`src/hdl/tilePkg.sv`:
```
package tilePkg;

	////////////////////
	// Pixel fields
	////////////////////

	// Layer or pixel priority, higher wins
	typedef logic [2:0] prioT;

	// Colour and palette byte carried with every tile row
	typedef logic [7:0] colorT;

	// One pixel, one bit per bitplane
	typedef logic [2:0] dotT;

	// Plane 0 in 3..0, plane 1 in 7..4, plane 2 in 11..8
	// Leftmost pixel of each plane is its bit 3
	typedef logic [11:0] planeRowT;

	////////////////////
	// CPU bus
	////////////////////

	typedef logic [7:0] axiAddrT;
	typedef logic [31:0] axiDataT;
	typedef logic [1:0] axiRespT;

	// Register block handshake states
	typedef enum logic [1:0] {
		idle,
		writeResp,
		readResp
	} regStateT;

	// All three planes set, never wins priority
	localparam dotT TRANSPARENT_DOT = 3'd7;

	// Pixels in one tile row
	localparam int PIXELS_PER_ROW = 4;

	localparam axiRespT RESP_OKAY = 2'b00;
	localparam axiRespT RESP_SLVERR = 2'b10;

endpackage

```
`src/hdl/layerRegs.sv`:
```
`timescale 1ns/1ns

module layerRegs import tilePkg::*; #(
	parameter int NUM_LAYERS = 2
) (
	input logic CLK_6M,
	input logic arstN,
	// Write address and data channels
	input logic awvalid,
	output logic awready,
	input axiAddrT awaddr,
	input logic wvalid,
	output logic wready,
	input axiDataT wdata,
	// Write response channel
	output logic bvalid,
	input logic bready,
	output axiRespT bresp,
	// Read address channel
	input logic arvalid,
	output logic arready,
	input axiAddrT araddr,
	// Read data channel
	output logic rvalid,
	input logic rready,
	output axiDataT rdata,
	output axiRespT rresp,
	// Per-layer settings
	output prioT [NUM_LAYERS-1:0] layerPrio,
	output logic [NUM_LAYERS-1:0] layerFlip
);

	regStateT state;

	// Address decode results
	logic [NUM_LAYERS-1:0] writeSel;
	logic writeOk;
	logic readOk;
	logic [3:0] readVal;

	// Handshake strobes
	logic acceptWrite;
	logic acceptRead;

	////////////////////
	// Handshake
	////////////////////

	// Address and data only together, and only when idle
	assign acceptWrite = (state == idle) && awvalid && wvalid;
	// Write goes first when both are offered
	assign acceptRead = (state == idle) && arvalid && !(awvalid && wvalid);

	assign awready = acceptWrite;
	assign wready = acceptWrite;
	assign arready = acceptRead;

	assign bvalid = (state == writeResp);
	assign rvalid = (state == readResp);

	////////////////////
	// Address decode
	////////////////////

	// One word per layer, anything else misses every slot
	always_comb begin
		writeSel = '0;
		readOk = 1'b0;
		readVal = 4'b0;
		for (int n = 0; n < NUM_LAYERS; n++) begin
			if (awaddr[1:0] == 2'b00 && awaddr[7:2] == 6'(n)) begin
				writeSel[n] = 1'b1;
			end
			if (araddr[1:0] == 2'b00 && araddr[7:2] == 6'(n)) begin
				readOk = 1'b1;
				readVal = {layerFlip[n], layerPrio[n]};
			end
		end
	end

	assign writeOk = |writeSel;

	////////////////////
	// FSM and registers
	////////////////////

	always_ff @(posedge CLK_6M or negedge arstN) begin
		if (!arstN) begin
			state <= idle;
			layerPrio <= '0;
			layerFlip <= '0;
		end else begin
			case (state)
				idle: begin
					if (acceptWrite) begin
						state <= writeResp;
						// Bad address leaves every layer untouched
						for (int n = 0; n < NUM_LAYERS; n++) begin
							if (writeSel[n]) begin
								layerPrio[n] <= wdata[2:0];
								layerFlip[n] <= wdata[3];
							end
						end
					end else if (acceptRead) begin
						state <= readResp;
					end
				end
				// Hold response until the CPU takes it
				writeResp: if (bready) state <= idle;
				readResp: if (rready) state <= idle;
				default: state <= idle;
			endcase
		end
	end

	// Response payload, only looked at while its valid is high
	always_ff @(posedge CLK_6M) begin
		if (acceptWrite) begin
			bresp <= writeOk ? RESP_OKAY : RESP_SLVERR;
		end
		if (acceptRead) begin
			rresp <= readOk ? RESP_OKAY : RESP_SLVERR;
			rdata <= {28'b0, readVal};
		end
	end

endmodule

```
`src/hdl/layerShifter.sv`:
```
`timescale 1ns/1ns

module layerShifter import tilePkg::*; (
	input logic CLK_6M,
	input logic arstN,
	input logic load,
	input planeRowT row,
	input colorT color,
	input logic flip,
	output dotT dot,
	output colorT layerColor
);

	////////////////////
	// Plane shift registers
	////////////////////

	logic [3:0] plane0;
	logic [3:0] plane1;
	logic [3:0] plane2;

	// Direction in force for the current row
	logic flipRow;

	always_ff @(posedge CLK_6M or negedge arstN) begin
		if (!arstN) begin
			// All ones reads as transparent
			plane0 <= 4'hf;
			plane1 <= 4'hf;
			plane2 <= 4'hf;
			flipRow <= 1'b0;
			layerColor <= '0;
		end else if (load) begin
			plane0 <= row[3:0];
			plane1 <= row[7:4];
			plane2 <= row[11:8];
			// Sampled once so a row never turns around
			flipRow <= flip;
			layerColor <= color;
		end else if (flipRow) begin
			// Towards bit 0, ones come in from the top
			plane0 <= {1'b1, plane0[3:1]};
			plane1 <= {1'b1, plane1[3:1]};
			plane2 <= {1'b1, plane2[3:1]};
		end else begin
			// Towards bit 3, ones come in from the bottom
			plane0 <= {plane0[2:0], 1'b1};
			plane1 <= {plane1[2:0], 1'b1};
			plane2 <= {plane2[2:0], 1'b1};
		end
	end

	////////////////////
	// Dot output
	////////////////////

	// Normal order takes bit 3 first, flipped takes bit 0 first
	always_comb begin
		if (flipRow) begin
			dot = {plane2[0], plane1[0], plane0[0]};
		end else begin
			dot = {plane2[3], plane1[3], plane0[3]};
		end
	end

endmodule

```
`src/hdl/priorityMixer.sv`:
```
`timescale 1ns/1ns

module priorityMixer import tilePkg::*; #(
	parameter int NUM_LAYERS = 2
) (
	input logic CLK_6M,
	input logic arstN,
	// Layer pixels, same cycle as the cascade
	input dotT [NUM_LAYERS-1:0] layerDot,
	input colorT [NUM_LAYERS-1:0] layerColor,
	input prioT [NUM_LAYERS-1:0] layerPrio,
	input logic rowStart,
	// Pixel from the earlier chip in the chain
	input prioT cascadePrio,
	input colorT cascadeColor,
	input dotT cascadeDot,
	// Chip pixel output
	output prioT pixPrio,
	output colorT pixColor,
	output dotT pixDot,
	output logic pixelStart
);

	prioT winPrio;
	colorT winColor;
	dotT winDot;

	// Cascade is the starting winner
	// A layer takes over only if opaque and strictly higher, so ties stay with the
	// earlier source
	always_comb begin
		winPrio = cascadePrio;
		winColor = cascadeColor;
		winDot = cascadeDot;
		for (int n = 0; n < NUM_LAYERS; n++) begin
			if (layerDot[n] != TRANSPARENT_DOT && layerPrio[n] > winPrio) begin
				winPrio = layerPrio[n];
				winColor = layerColor[n];
				winDot = layerDot[n];
			end
		end
	end

	// Output register, row marker moves with its pixel
	always_ff @(posedge CLK_6M or negedge arstN) begin
		if (!arstN) begin
			pixPrio <= '0;
			pixColor <= '0;
			pixDot <= '0;
			pixelStart <= 1'b0;
		end else begin
			pixPrio <= winPrio;
			pixColor <= winColor;
			pixDot <= winDot;
			pixelStart <= rowStart;
		end
	end

endmodule

```
`src/hdl/tileLayers.sv`:
```
`timescale 1ns/1ns

module tileLayers import tilePkg::*; #(
	parameter int NUM_LAYERS = 2,
	localparam int LAYER_W = (NUM_LAYERS > 1) ? $clog2(NUM_LAYERS) : 1
) (
	input logic CLK_6M,
	input logic arstN,
	// CPU register port
	input logic awvalid,
	output logic awready,
	input axiAddrT awaddr,
	input logic wvalid,
	output logic wready,
	input axiDataT wdata,
	output logic bvalid,
	input logic bready,
	output axiRespT bresp,
	input logic arvalid,
	output logic arready,
	input axiAddrT araddr,
	output logic rvalid,
	input logic rready,
	output axiDataT rdata,
	output axiRespT rresp,
	// Tile fetch port
	input logic loadValid,
	output logic loadReady,
	input logic [LAYER_W-1:0] loadLayer,
	input planeRowT loadRow,
	input colorT loadColor,
	// Cascade in, pixel out
	input prioT cascadePrio,
	input colorT cascadeColor,
	input dotT cascadeDot,
	output prioT pixPrio,
	output colorT pixColor,
	output dotT pixDot,
	output logic pixelStart
);

	prioT [NUM_LAYERS-1:0] layerPrio;
	logic [NUM_LAYERS-1:0] layerFlip;

	// Sequencer to shifters
	logic [NUM_LAYERS-1:0] layerLoad;
	planeRowT [NUM_LAYERS-1:0] pendRow;
	colorT [NUM_LAYERS-1:0] pendColor;
	logic rowStart;

	// Shifters to mixer
	dotT [NUM_LAYERS-1:0] shiftDot;
	colorT [NUM_LAYERS-1:0] shiftColor;

	layerRegs #(.NUM_LAYERS(NUM_LAYERS)) i_layerRegs (
		.CLK_6M, .arstN,
		.awvalid, .awready, .awaddr, .wvalid, .wready, .wdata,
		.bvalid, .bready, .bresp,
		.arvalid, .arready, .araddr, .rvalid, .rready, .rdata, .rresp,
		.layerPrio, .layerFlip
	);

	tileLoadSequencer #(.NUM_LAYERS(NUM_LAYERS)) i_tileLoadSequencer (
		.CLK_6M, .arstN,
		.loadValid, .loadReady, .loadLayer, .loadRow, .loadColor,
		.layerLoad, .layerRow(pendRow), .layerColor(pendColor), .rowStart
	);

	////////////////////
	// Layer array
	////////////////////

	for (genvar g = 0; g < NUM_LAYERS; g++) begin : genLayer
		layerShifter i_layerShifter (
			.CLK_6M, .arstN,
			.load(layerLoad[g]), .row(pendRow[g]), .color(pendColor[g]), .flip(layerFlip[g]),
			.dot(shiftDot[g]), .layerColor(shiftColor[g])
		);
	end

	priorityMixer #(.NUM_LAYERS(NUM_LAYERS)) i_priorityMixer (
		.CLK_6M, .arstN,
		.layerDot(shiftDot), .layerColor(shiftColor), .layerPrio, .rowStart,
		.cascadePrio, .cascadeColor, .cascadeDot,
		.pixPrio, .pixColor, .pixDot, .pixelStart
	);

endmodule

```
`src/hdl/tileLoadSequencer.sv`:
```
`timescale 1ns/1ns

module tileLoadSequencer import tilePkg::*; #(
	parameter int NUM_LAYERS = 2,
	localparam int LAYER_W = (NUM_LAYERS > 1) ? $clog2(NUM_LAYERS) : 1
) (
	input logic CLK_6M,
	input logic arstN,
	// Fetch side
	input logic loadValid,
	output logic loadReady,
	input logic [LAYER_W-1:0] loadLayer,
	input planeRowT loadRow,
	input colorT loadColor,
	// Towards the shifters
	output logic [NUM_LAYERS-1:0] layerLoad,
	output planeRowT [NUM_LAYERS-1:0] layerRow,
	output colorT [NUM_LAYERS-1:0] layerColor,
	output logic rowStart
);

	// Free-running pixel phase within a tile
	logic [1:0] phase;
	logic boundary;

	// One pending row per layer
	logic [NUM_LAYERS-1:0] slotFull;
	planeRowT [NUM_LAYERS-1:0] slotRow;
	colorT [NUM_LAYERS-1:0] slotColor;

	logic takeLoad;

	assign boundary = (phase == 2'(PIXELS_PER_ROW - 1));

	// Ready follows the addressed slot
	// An index past the last layer is never ready
	always_comb begin
		loadReady = 1'b0;
		for (int n = 0; n < NUM_LAYERS; n++) begin
			if (loadLayer == LAYER_W'(n)) loadReady = !slotFull[n];
		end
	end

	assign takeLoad = loadValid && loadReady;

	always_ff @(posedge CLK_6M or negedge arstN) begin
		if (!arstN) begin
			phase <= 2'd0;
			slotFull <= '0;
			rowStart <= 1'b0;
		end else begin
			phase <= phase + 2'd1;
			// High during the shifters' first pixel of the row
			rowStart <= boundary;
			for (int n = 0; n < NUM_LAYERS; n++) begin
				// Release first, a new load into the empty slot then refills it
				if (boundary) slotFull[n] <= 1'b0;
				if (takeLoad && loadLayer == LAYER_W'(n)) slotFull[n] <= 1'b1;
			end
		end
	end

	// Pending payload
	always_ff @(posedge CLK_6M) begin
		for (int n = 0; n < NUM_LAYERS; n++) begin
			if (takeLoad && loadLayer == LAYER_W'(n)) begin
				slotRow[n] <= loadRow;
				slotColor[n] <= loadColor;
			end
		end
	end

	// Strobe every full slot on the tile boundary
	assign layerLoad = slotFull & {NUM_LAYERS{boundary}};
	assign layerRow = slotRow;
	assign layerColor = slotColor;

endmodule

```
`config.mk`:
```
export PLATFORM = sky130hd
export DESIGN_NAME = tileLayers
export DESIGN_NICKNAME = d
export VERILOG_FILES = /design/src/hdl/tilePkg.sv /design/src/hdl/layerRegs.sv /design/src/hdl/layerShifter.sv /design/src/hdl/priorityMixer.sv /design/src/hdl/tileLayers.sv /design/src/hdl/tileLoadSequencer.sv
export SDC_FILE = /design/constraint.sdc
export NUM_CORES = 1
export LEC_CHECK = 0
export ABC_AREA = 1
export BUFFER_PORTS_ARGS = -buffer_cell sky130_fd_sc_hd__buf_4
export CELL_PAD_IN_SITES_DETAIL_PLACEMENT = 0
export CELL_PAD_IN_SITES_GLOBAL_PLACEMENT = 1
export CORE_MARGIN = 10
export CORE_UTILIZATION = 25
export CTS_CLUSTER_SIZE = 24
export DETAILED_ROUTE_END_ITERATION = 10
export PLACE_DENSITY_LB_ADDON = 0.1
export SYNTH_ARGS = -nofsm -noshare
export SYNTH_HDL_FRONTEND = slang
export SYNTH_SLANG_ARGS = --single-unit
```
`constraint.sdc`:
```
create_clock -name CLK_6M -period 3.34 [get_ports CLK_6M]
set_input_delay 0.501 -clock CLK_6M [delete_from_list [all_inputs] [get_ports CLK_6M]]
set_output_delay 0.501 -clock CLK_6M [all_outputs]
set_load 0.1 [all_outputs]
```
==> summary.md, run 1 <==
| Metric | Value |
|---|---|
| Share of cells above drive strength 1 | `0.273` |
| Pin count of the biggest net entering global routing | `73` |
| Crit Path Class | `register to register` |
| Post-layout instance area | `0.00648 sq mm` |
| Final Cycle Share | `0.821` |
| Vias | `roughly 3,500` |
| Die Ht | `around 160 um` |
| Area growth syn-to-layout | `26.4%` |
| Post-Syn Instances | `501` |
| Max VDD drop | `0.356 mV` |
| CTS Hold Bufs | `0` |
| Vias/cell | `3.98` |
| Arr. time, crit path | `between 3 and 4 ns` |
| Skew-Pair Late Insertion Delay | `0.41 ns` |
| Post-DP HPWL | `a little under 10,000 um` |
| Post-place setup slack | `0.353 ns` |
| Syn Area/Cell | `approximately 10 sq um` |
| PwrDens | `~650 mW/mm^2` |
| Worst-margin pin slew | `roughly 0.98 ns` |
| Starting Density | `0.254` |
| Sequential share of the synthesized area | `0.627` |
| Top_reg_cell synth | `dfrtp_1` |
| CTS Sinks | `~120` |
| Setup Viol. Count Final | `0` |
| Wire length per cell | `about 15 um` |
| Req. time, crit path | `approximately 3.7 ns` |
| Final net count | `~700` |
| Hold Vio Cnt, Final | `0` |
| Maximum fanout along the worst path | `15` |
| Initial detailed-routing violation count | `149` |
| Area after DPL | `between 0.005 and 0.006 sq mm` |
| Synth cell types | `33` |
| DRT Pass-1 Iters | `4` |
| Residual DRC count | `0` |
| Status | `finished, final reports clean` |
| CTS tree | `done` |
| Final worst slack | `0.598 ns` |
| Clock root buffer | `clkbuf_16` |
| CTS buffer count | `17` |
| GRT Util Overall | `0.100` |
| LEAKAGE | `approximately 0.003 uW` |
| First-pass GRT wire length | `approximately 21,000 um` |
| Final Max Slew Viols | `0` |
| Simple-gate share of the synthesized area | `0.184` |
| Overflow after GRT | `0` |
| Setup Skew | `approximately 0.009 ns` |
| Post-Synth Adder-Cell Area | `0.0171` |
| Die Width | `163 um` |
| Fill cells | `2,145` |
| Postcts setup bufs | `0` |
| Hold/Removal Path Class | `input port to async pin` |
| Initial antenna violation count | `0` |
| Core area | `0.0202 sq mm` |
| Post-CTS sizing | `0` |
| Post-synthesis compound-gate area fraction | `0.0618` |
| Fmax | `about 0.36 GHz` |
| Crit. End Element | `register` |
| Number of enable flip-flop cells after synthesis | `46` |
| Fin util | `0.321` |
| # IOs | `148` |
| Clk slew on worst S/H paths | `about 0.050 ns` |
| Main combinational cell family by area after synthesis | `simple AND/OR/NAND/NOR gates` |
| Xor and xnor area share after synthesis | `0` |
| Row cnt | `52` |
| Yosys reg bits | `between 100 and 150` |
| Final WL | `about 13,000 um` |
| RSZ-0062 raised after global routing | `no` |
| Antenna Violating Nets Remaining | `0` |
| Number of global-route vias before repair | `roughly 3,700` |
| Yosys warning total | `0` |
| Critical Path Start Type | `register` |
| Final TNS setup | `0 ns` |
| Syn Std Cell Area | `about 0.0051 sq mm` |
| I/O Buffers | `89` |
| Max clock buf depth | `2` |
| Final worst path period need | `about 2.7 ns` |
| Post-synth ARST share | `0.610` |
| Placed cells | `about 850` |
| GPL Wtd Cong | `approximately 0.75` |
| CTS H-Tree Depth | `4` |
| Normalized max-slew margin | `0.347` |
| Post-synthesis mux area share | `0` |
| Diode count | `0` |
| Die Area | `0.0266 sq mm` |
| Max_cap viols | `0` |
| Fin cells | `881` |
[sequential cells by signal (all words and copies together), names as in the netlist, 2 cells and up]
name                                flops
i_tileLoadSequencer.slotFull            2
i_layerRegs.state                       2
genLayer.i_layerShifter.plane2          8
i_layerRegs.rdata                       4
i_priorityMixer.pixDot                  3
i_priorityMixer.pixPrio                 3
genLayer.i_layerShifter.plane0          8
i_tileLoadSequencer.layerColor         16
i_layerRegs.layerPrio                   6
i_tileLoadSequencer.phase               2
i_tileLoadSequencer.layerRow           24
genLayer.i_layerShifter.flipRow         2
genLayer.i_layerShifter.layerColor     16
genLayer.i_layerShifter.plane1          8
i_priorityMixer.pixColor                8
i_layerRegs.layerFlip                   2
[worst max-delay path, stage by stage (launching register included)]
cell and delay [ns]:
dfrtp_1 0.40, ha_1 0.30, nand2_1 0.09, nor2_1 0.04, nor2_1 0.18, nor2_4 0.08, nand2_2 0.24, nand2_1 0.11
and2_1 0.16, ha_1 0.19, nand3b_1 0.15, nand2_1 0.06, nand2_1 0.05, inv_1 0.09, nand2_4 0.13, inv_4 0.21
nand2_1 0.10, nand2_1 0.08
[cells by family after synthesis]
kind of cell,after synthesis
compound gates,53
fa+ha+maj,7
other cells,1
simple gates,221
flops,118
buf+inv,101
[cell usage after synthesis, types with 2 or more instances]
library cell    n  share of area
o22ai_1         5         0.0061
nor3_1          2         0.0020
nand2_1       140           0.10
o31ai_1         2         0.0029
clkbuf_1        3         0.0022
edfxtp_1       46           0.27
nand2_2        11          0.013
inv_1          52          0.038
dfstp_2        24           0.12
buf_6           4         0.0088
o22a_1          6          0.010
a31oi_1        12          0.015
buf_4          33          0.048
ha_1            7          0.017
nand3_1        30          0.029
nand3_2         3         0.0059
nor2_1         28          0.021
buf_2           5         0.0049
inv_2           2         0.0015
dfrtp_1        48           0.23
o21ai_0        25          0.024
and2_1          2         0.0024
[layer usage]
metal / global-route usage / up-vias / part of all wire / wire length (um)
met4: 0.0307 / 0 / 0.010 / 133
met2: 0.145 / 106 / 0.42 / 5570
met3: 0.0380 / 11 / 0.077 / 1000
met5: 0 / - / 0 / 0
met1: 0.136 / 1633 / 0.49 / 6410
li1: - / 1759 / - / -
[final timing paths]
path                                                    from                              end  slack, ns  cells past startpoint
worst max-delay path                i_layerRegs.layerPrio[2]      i_priorityMixer.pixColor[7]       0.60                     17
worst min-delay path                                   arstN      i_priorityMixer.pixColor[4]       0.22                      1
worst max register to register      i_layerRegs.layerPrio[2]      i_priorityMixer.pixColor[7]       0.60                     17
worst min register to register  i_tileLoadSequencer.rowStart       i_priorityMixer.pixelStart       0.35                      0
max in group asynchronous                              arstN      i_priorityMixer.pixColor[0]       2.44                      1
min in group CLK_6M                               loadRow[9]  i_tileLoadSequencer.layerRow[9]       0.28                      1
[report_power, final]
part	leakage, uW	switching, uW	internal, uW
combinational	0.00145	671	175
clock	0.000261	624	1030
sequential	0.00127	63.4	1660
[cell type report]
cell class,instances,area [sq um],area share
multi-input cells,311,1470,0.226
flip-flops and latches,118,3210,0.496
clock buffers,23,458,0.0707
repair buffers,95,713,0.110
clock inverters,9,78.8,0.0122
well taps,270,338,0.0522
inverters,55,209,0.0323
[through the flow]
stage | hold slack (ns) | total power, uW
final | 0.223 | 4230
after global routing | 0.255 | 4420
after CTS | 0.258 | 4280
after detailed placement | 0.337 | 2600
after global placement | 0.332 | 2600
after floorplan | 0.205 | 2400
[placed cells by master (no fill, tap or decap), drive strengths merged, types with 2 or more instances in the layout]
master,count
edfxtp,46
nand2,152
dfrtp,48
nor2,29
and2,2
nand3,33
o22a,6
o31ai,2
nor3,2
ha,7
a31oi,12
dfstp,24
o21ai,26
clkinv,6
conb,30
clkinvlp,2
inv,55
buf,95
o22ai,5
clkbuf,23
Note: power is estimated with default switching activity, not from simulation.
==> run 2: changes to the inputs <==
==> constraint.sdc (replaced) <==
create_clock -name CLK_6M -period 2.64 [get_ports CLK_6M]
set_input_delay 0.396 -clock CLK_6M [delete_from_list [all_inputs] [get_ports CLK_6M]]
set_output_delay 0.396 -clock CLK_6M [all_outputs]
set_load 0.1 [all_outputs]
==> summary.md, run 2 (synthesis results as in run 1) <==
| Metric | Value |
|---|---|
| Die Ht | `163 um (unchanged)` |
| Diode count | `0 (unchanged)` |
| Final Cycle Share | `0.910 (was 0.821)` |
| Final WL | `13,600 um (was 13,100 um)` |
| LEAKAGE | `0.00304 uW (was 0.00299 uW)` |
| Die Width | `163 um (unchanged)` |
| Fin cells | `889 (was 881)` |
| Max_cap viols | `0 (unchanged)` |
| Setup Viol. Count Final | `0 (unchanged)` |
| Starting Density | `0.254 (unchanged)` |
| I/O Buffers | `89 (unchanged)` |
| GPL Wtd Cong | `0.747 (was 0.752)` |
| R2R setup slack | `0.24 ns (was 0.60 ns)` |
| Crit. End Element | `register (unchanged)` |
| # IOs | `148 (unchanged)` |
| Most frequent cells in the layout | `nand2_1, buf_4, inv_1 (unchanged)` |
| Initial detailed-routing violation count | `161 (was 149)` |
| Normalized max-slew margin | `0.448 (was 0.347)` |
| RR Startpoint | `i_layerRegs.layerPrio[2] (unchanged)` |
| CTS H-Tree Depth | `4 (unchanged)` |
| Vias/cell | `4.02 (was 3.98)` |
| Vias | `3,571 (was 3,509)` |
| CTS Hold Bufs | `0 (unchanged)` |
| Number of flip-flops in the largest register | `24 (unchanged)` |
| CTS Sinks | `118 (unchanged)` |
| Crit path capture | `i_priorityMixer.pixColor[7] (unchanged)` |
| Share of cells above drive strength 1 | `0.294 (was 0.273)` |
| Placed cells | `855 (was 849)` |
| Worst-margin pin slew | `0.829 ns (was 0.979 ns)` |
| Core area | `0.0202 sq mm (unchanged)` |
| CTS tree | `done (unchanged)` |
| Post-DP HPWL | `9940 um (was 9790 um)` |
| Pwr Total | `5510 uW (was 4230 uW)` |
| Number of global-route vias before repair | `3,734 (was 3,664)` |
| Hold/Removal Path Class | `input port to async pin (unchanged)` |
| DRT Pass-1 Iters | `4 (unchanged)` |
| Status | `finished, final reports clean (unchanged)` |
| Pin count of the biggest net entering global routing | `61 (was 73)` |
| Most common cell after layout, fill and taps aside | `nand2_1 (unchanged)` |
| Final net count | `704 (was 696)` |
| CTS buffer count | `17 (unchanged)` |
| Req. time, crit path | `2.99 ns (was 3.68 ns)` |
| Clk slew on worst S/H paths | `0.05 ns (about the same)` |
| Wire length per cell | `15.3 um (was 14.9 um)` |
| R2r worst-path depth | `17 (unchanged)` |
| Residual DRC count | `0 (unchanged)` |
| Maximum fanout along the worst path | `14 (was 15)` |
| Crit path from | `i_layerRegs.layerPrio[2] (unchanged)` |
| Skew-Pair Late Insertion Delay | `0.42 ns (was 0.41 ns)` |
| Antenna Violating Nets Remaining | `0 (unchanged)` |
| Initial antenna violation count | `0 (unchanged)` |
| Clock root buffer | `clkbuf_16 (unchanged)` |
| Hold Vio Cnt, Final | `0 (unchanged)` |
| M3 GR Usage | `0.0345 (was 0.0380)` |
| PwrDens | `834 mW/mm^2 (was 653 mW/mm^2)` |
| Critical Path Start Type | `register (unchanged)` |
| Fin util | `0.328 (was 0.321)` |
| Arr. time, crit path | `2.75 ns (was 3.08 ns)` |
| FF-to-FF End | `i_priorityMixer.pixColor[7] (unchanged)` |
| Busiest layer in global routing | `met2 (unchanged)` |
| Final worst path period need | `2.40 ns (was 2.74 ns)` |
| Max VDD drop | `0.426 mV (was 0.356 mV)` |
| Area growth syn-to-layout | `29.1% (was 26.4%)` |
| Die Area | `0.0266 sq mm (unchanged)` |
| Met2 usage | `0.150 (was 0.145)` |
| Crit Path Class | `register to register (unchanged)` |
| M1 GR Usage | `0.138 (was 0.136)` |
| Overflow after GRT | `0 (unchanged)` |
| Row cnt | `52 (unchanged)` |
| Fmax | `0.416 GHz (was 0.365 GHz)` |
| Final Max Slew Viols | `0 (unchanged)` |
| GRT Util Overall | `0.103 (was 0.100)` |
| Max clock buf depth | `2 (unchanged)` |
| Setup Skew | `0.0135 ns (was 0.00900 ns)` |
| First-pass GRT wire length | `21,200 um (was 20,700 um)` |
## run 2: power breakdown
group | leakage, uW | internal [uW] | switching [uW]
registers | 0.00127 | 2100 | 80.9
clock network | 0.000270 | 1410 | 834
logic | 0.00150 | 234 | 857
total | 0.00304 | 3740 | 1770
## run 2: what timing repair did
action                                  4_1_cts  5_1_grt
buffers inserted                              0        2
gates resized for setup                       0        5
endpoints found under the setup margin        0       14
## run 2: layout make-up
class	instances	area [sq um]
repair buffers	103	786
clock buffers	20	447
inverters	55	211
well taps	270	338
multi-input cells	311	1490
fillers	2138	13600
clock inverters	12	130
flip-flops and latches	118	3210
## run 2: worst max-delay path, stage by stage (launching register included)
cell and delay, ns:
dfrtp_1 0.40, ha_1 0.30, nand2_1 0.07, nor2_1 0.11
nor2_2 0.06, nor2_4 0.16, nand2_2 0.10, nand2_1 0.09
nand2_1 0.09, ha_4 0.29, nand3b_1 0.07, nand2_1 0.07
nand2_1 0.05, inv_1 0.09, nand2_4 0.07, inv_4 0.17
nand2_1 0.09, nand2_1 0.08
## run 2: worst min path at each step
stage,from,endpoint,slack [ns],depth (start not counted)
after floorplan,arstN,genLayer[0].i_layerShifter.flipRow,0.10,0
after global placement,i_tileLoadSequencer.rowStart,i_priorityMixer.pixelStart,0.34,0
after detailed placement,i_tileLoadSequencer.rowStart,i_priorityMixer.pixelStart,0.35,0
after CTS,arstN,i_priorityMixer.pixPrio[2],0.12,1
after global routing,arstN,i_priorityMixer.pixPrio[2],0.12,1
final,arstN,i_priorityMixer.pixPrio[2],0.07,1
## run 2: layer usage
metal / vias up / wire length [um]
met4: 0 / 221
met2: 121 / 5910
met3: 17 / 972
met1: 1660 / 6470
li1: 1773 / -
met5: - / 0
## run 2: stage by stage
stage / hold WS [ns] / worst slack [ns] / setup TNS (ns) / area, sq um
2_1_floorplan: 0.100 / 0.323 / 0 / 5240
3_3_place_gp: 0.336 / 0.113 / 0 / 6000
3_5_place_dp: 0.349 / 0.106 / 0 / 6000
4_1_cts: 0.115 / 0.223 / 0 / 6580
5_1_grt: 0.121 / -0.0158 / -0.0158 / 6610
6_report: 0.0659 / 0.237 / 0 / 6610
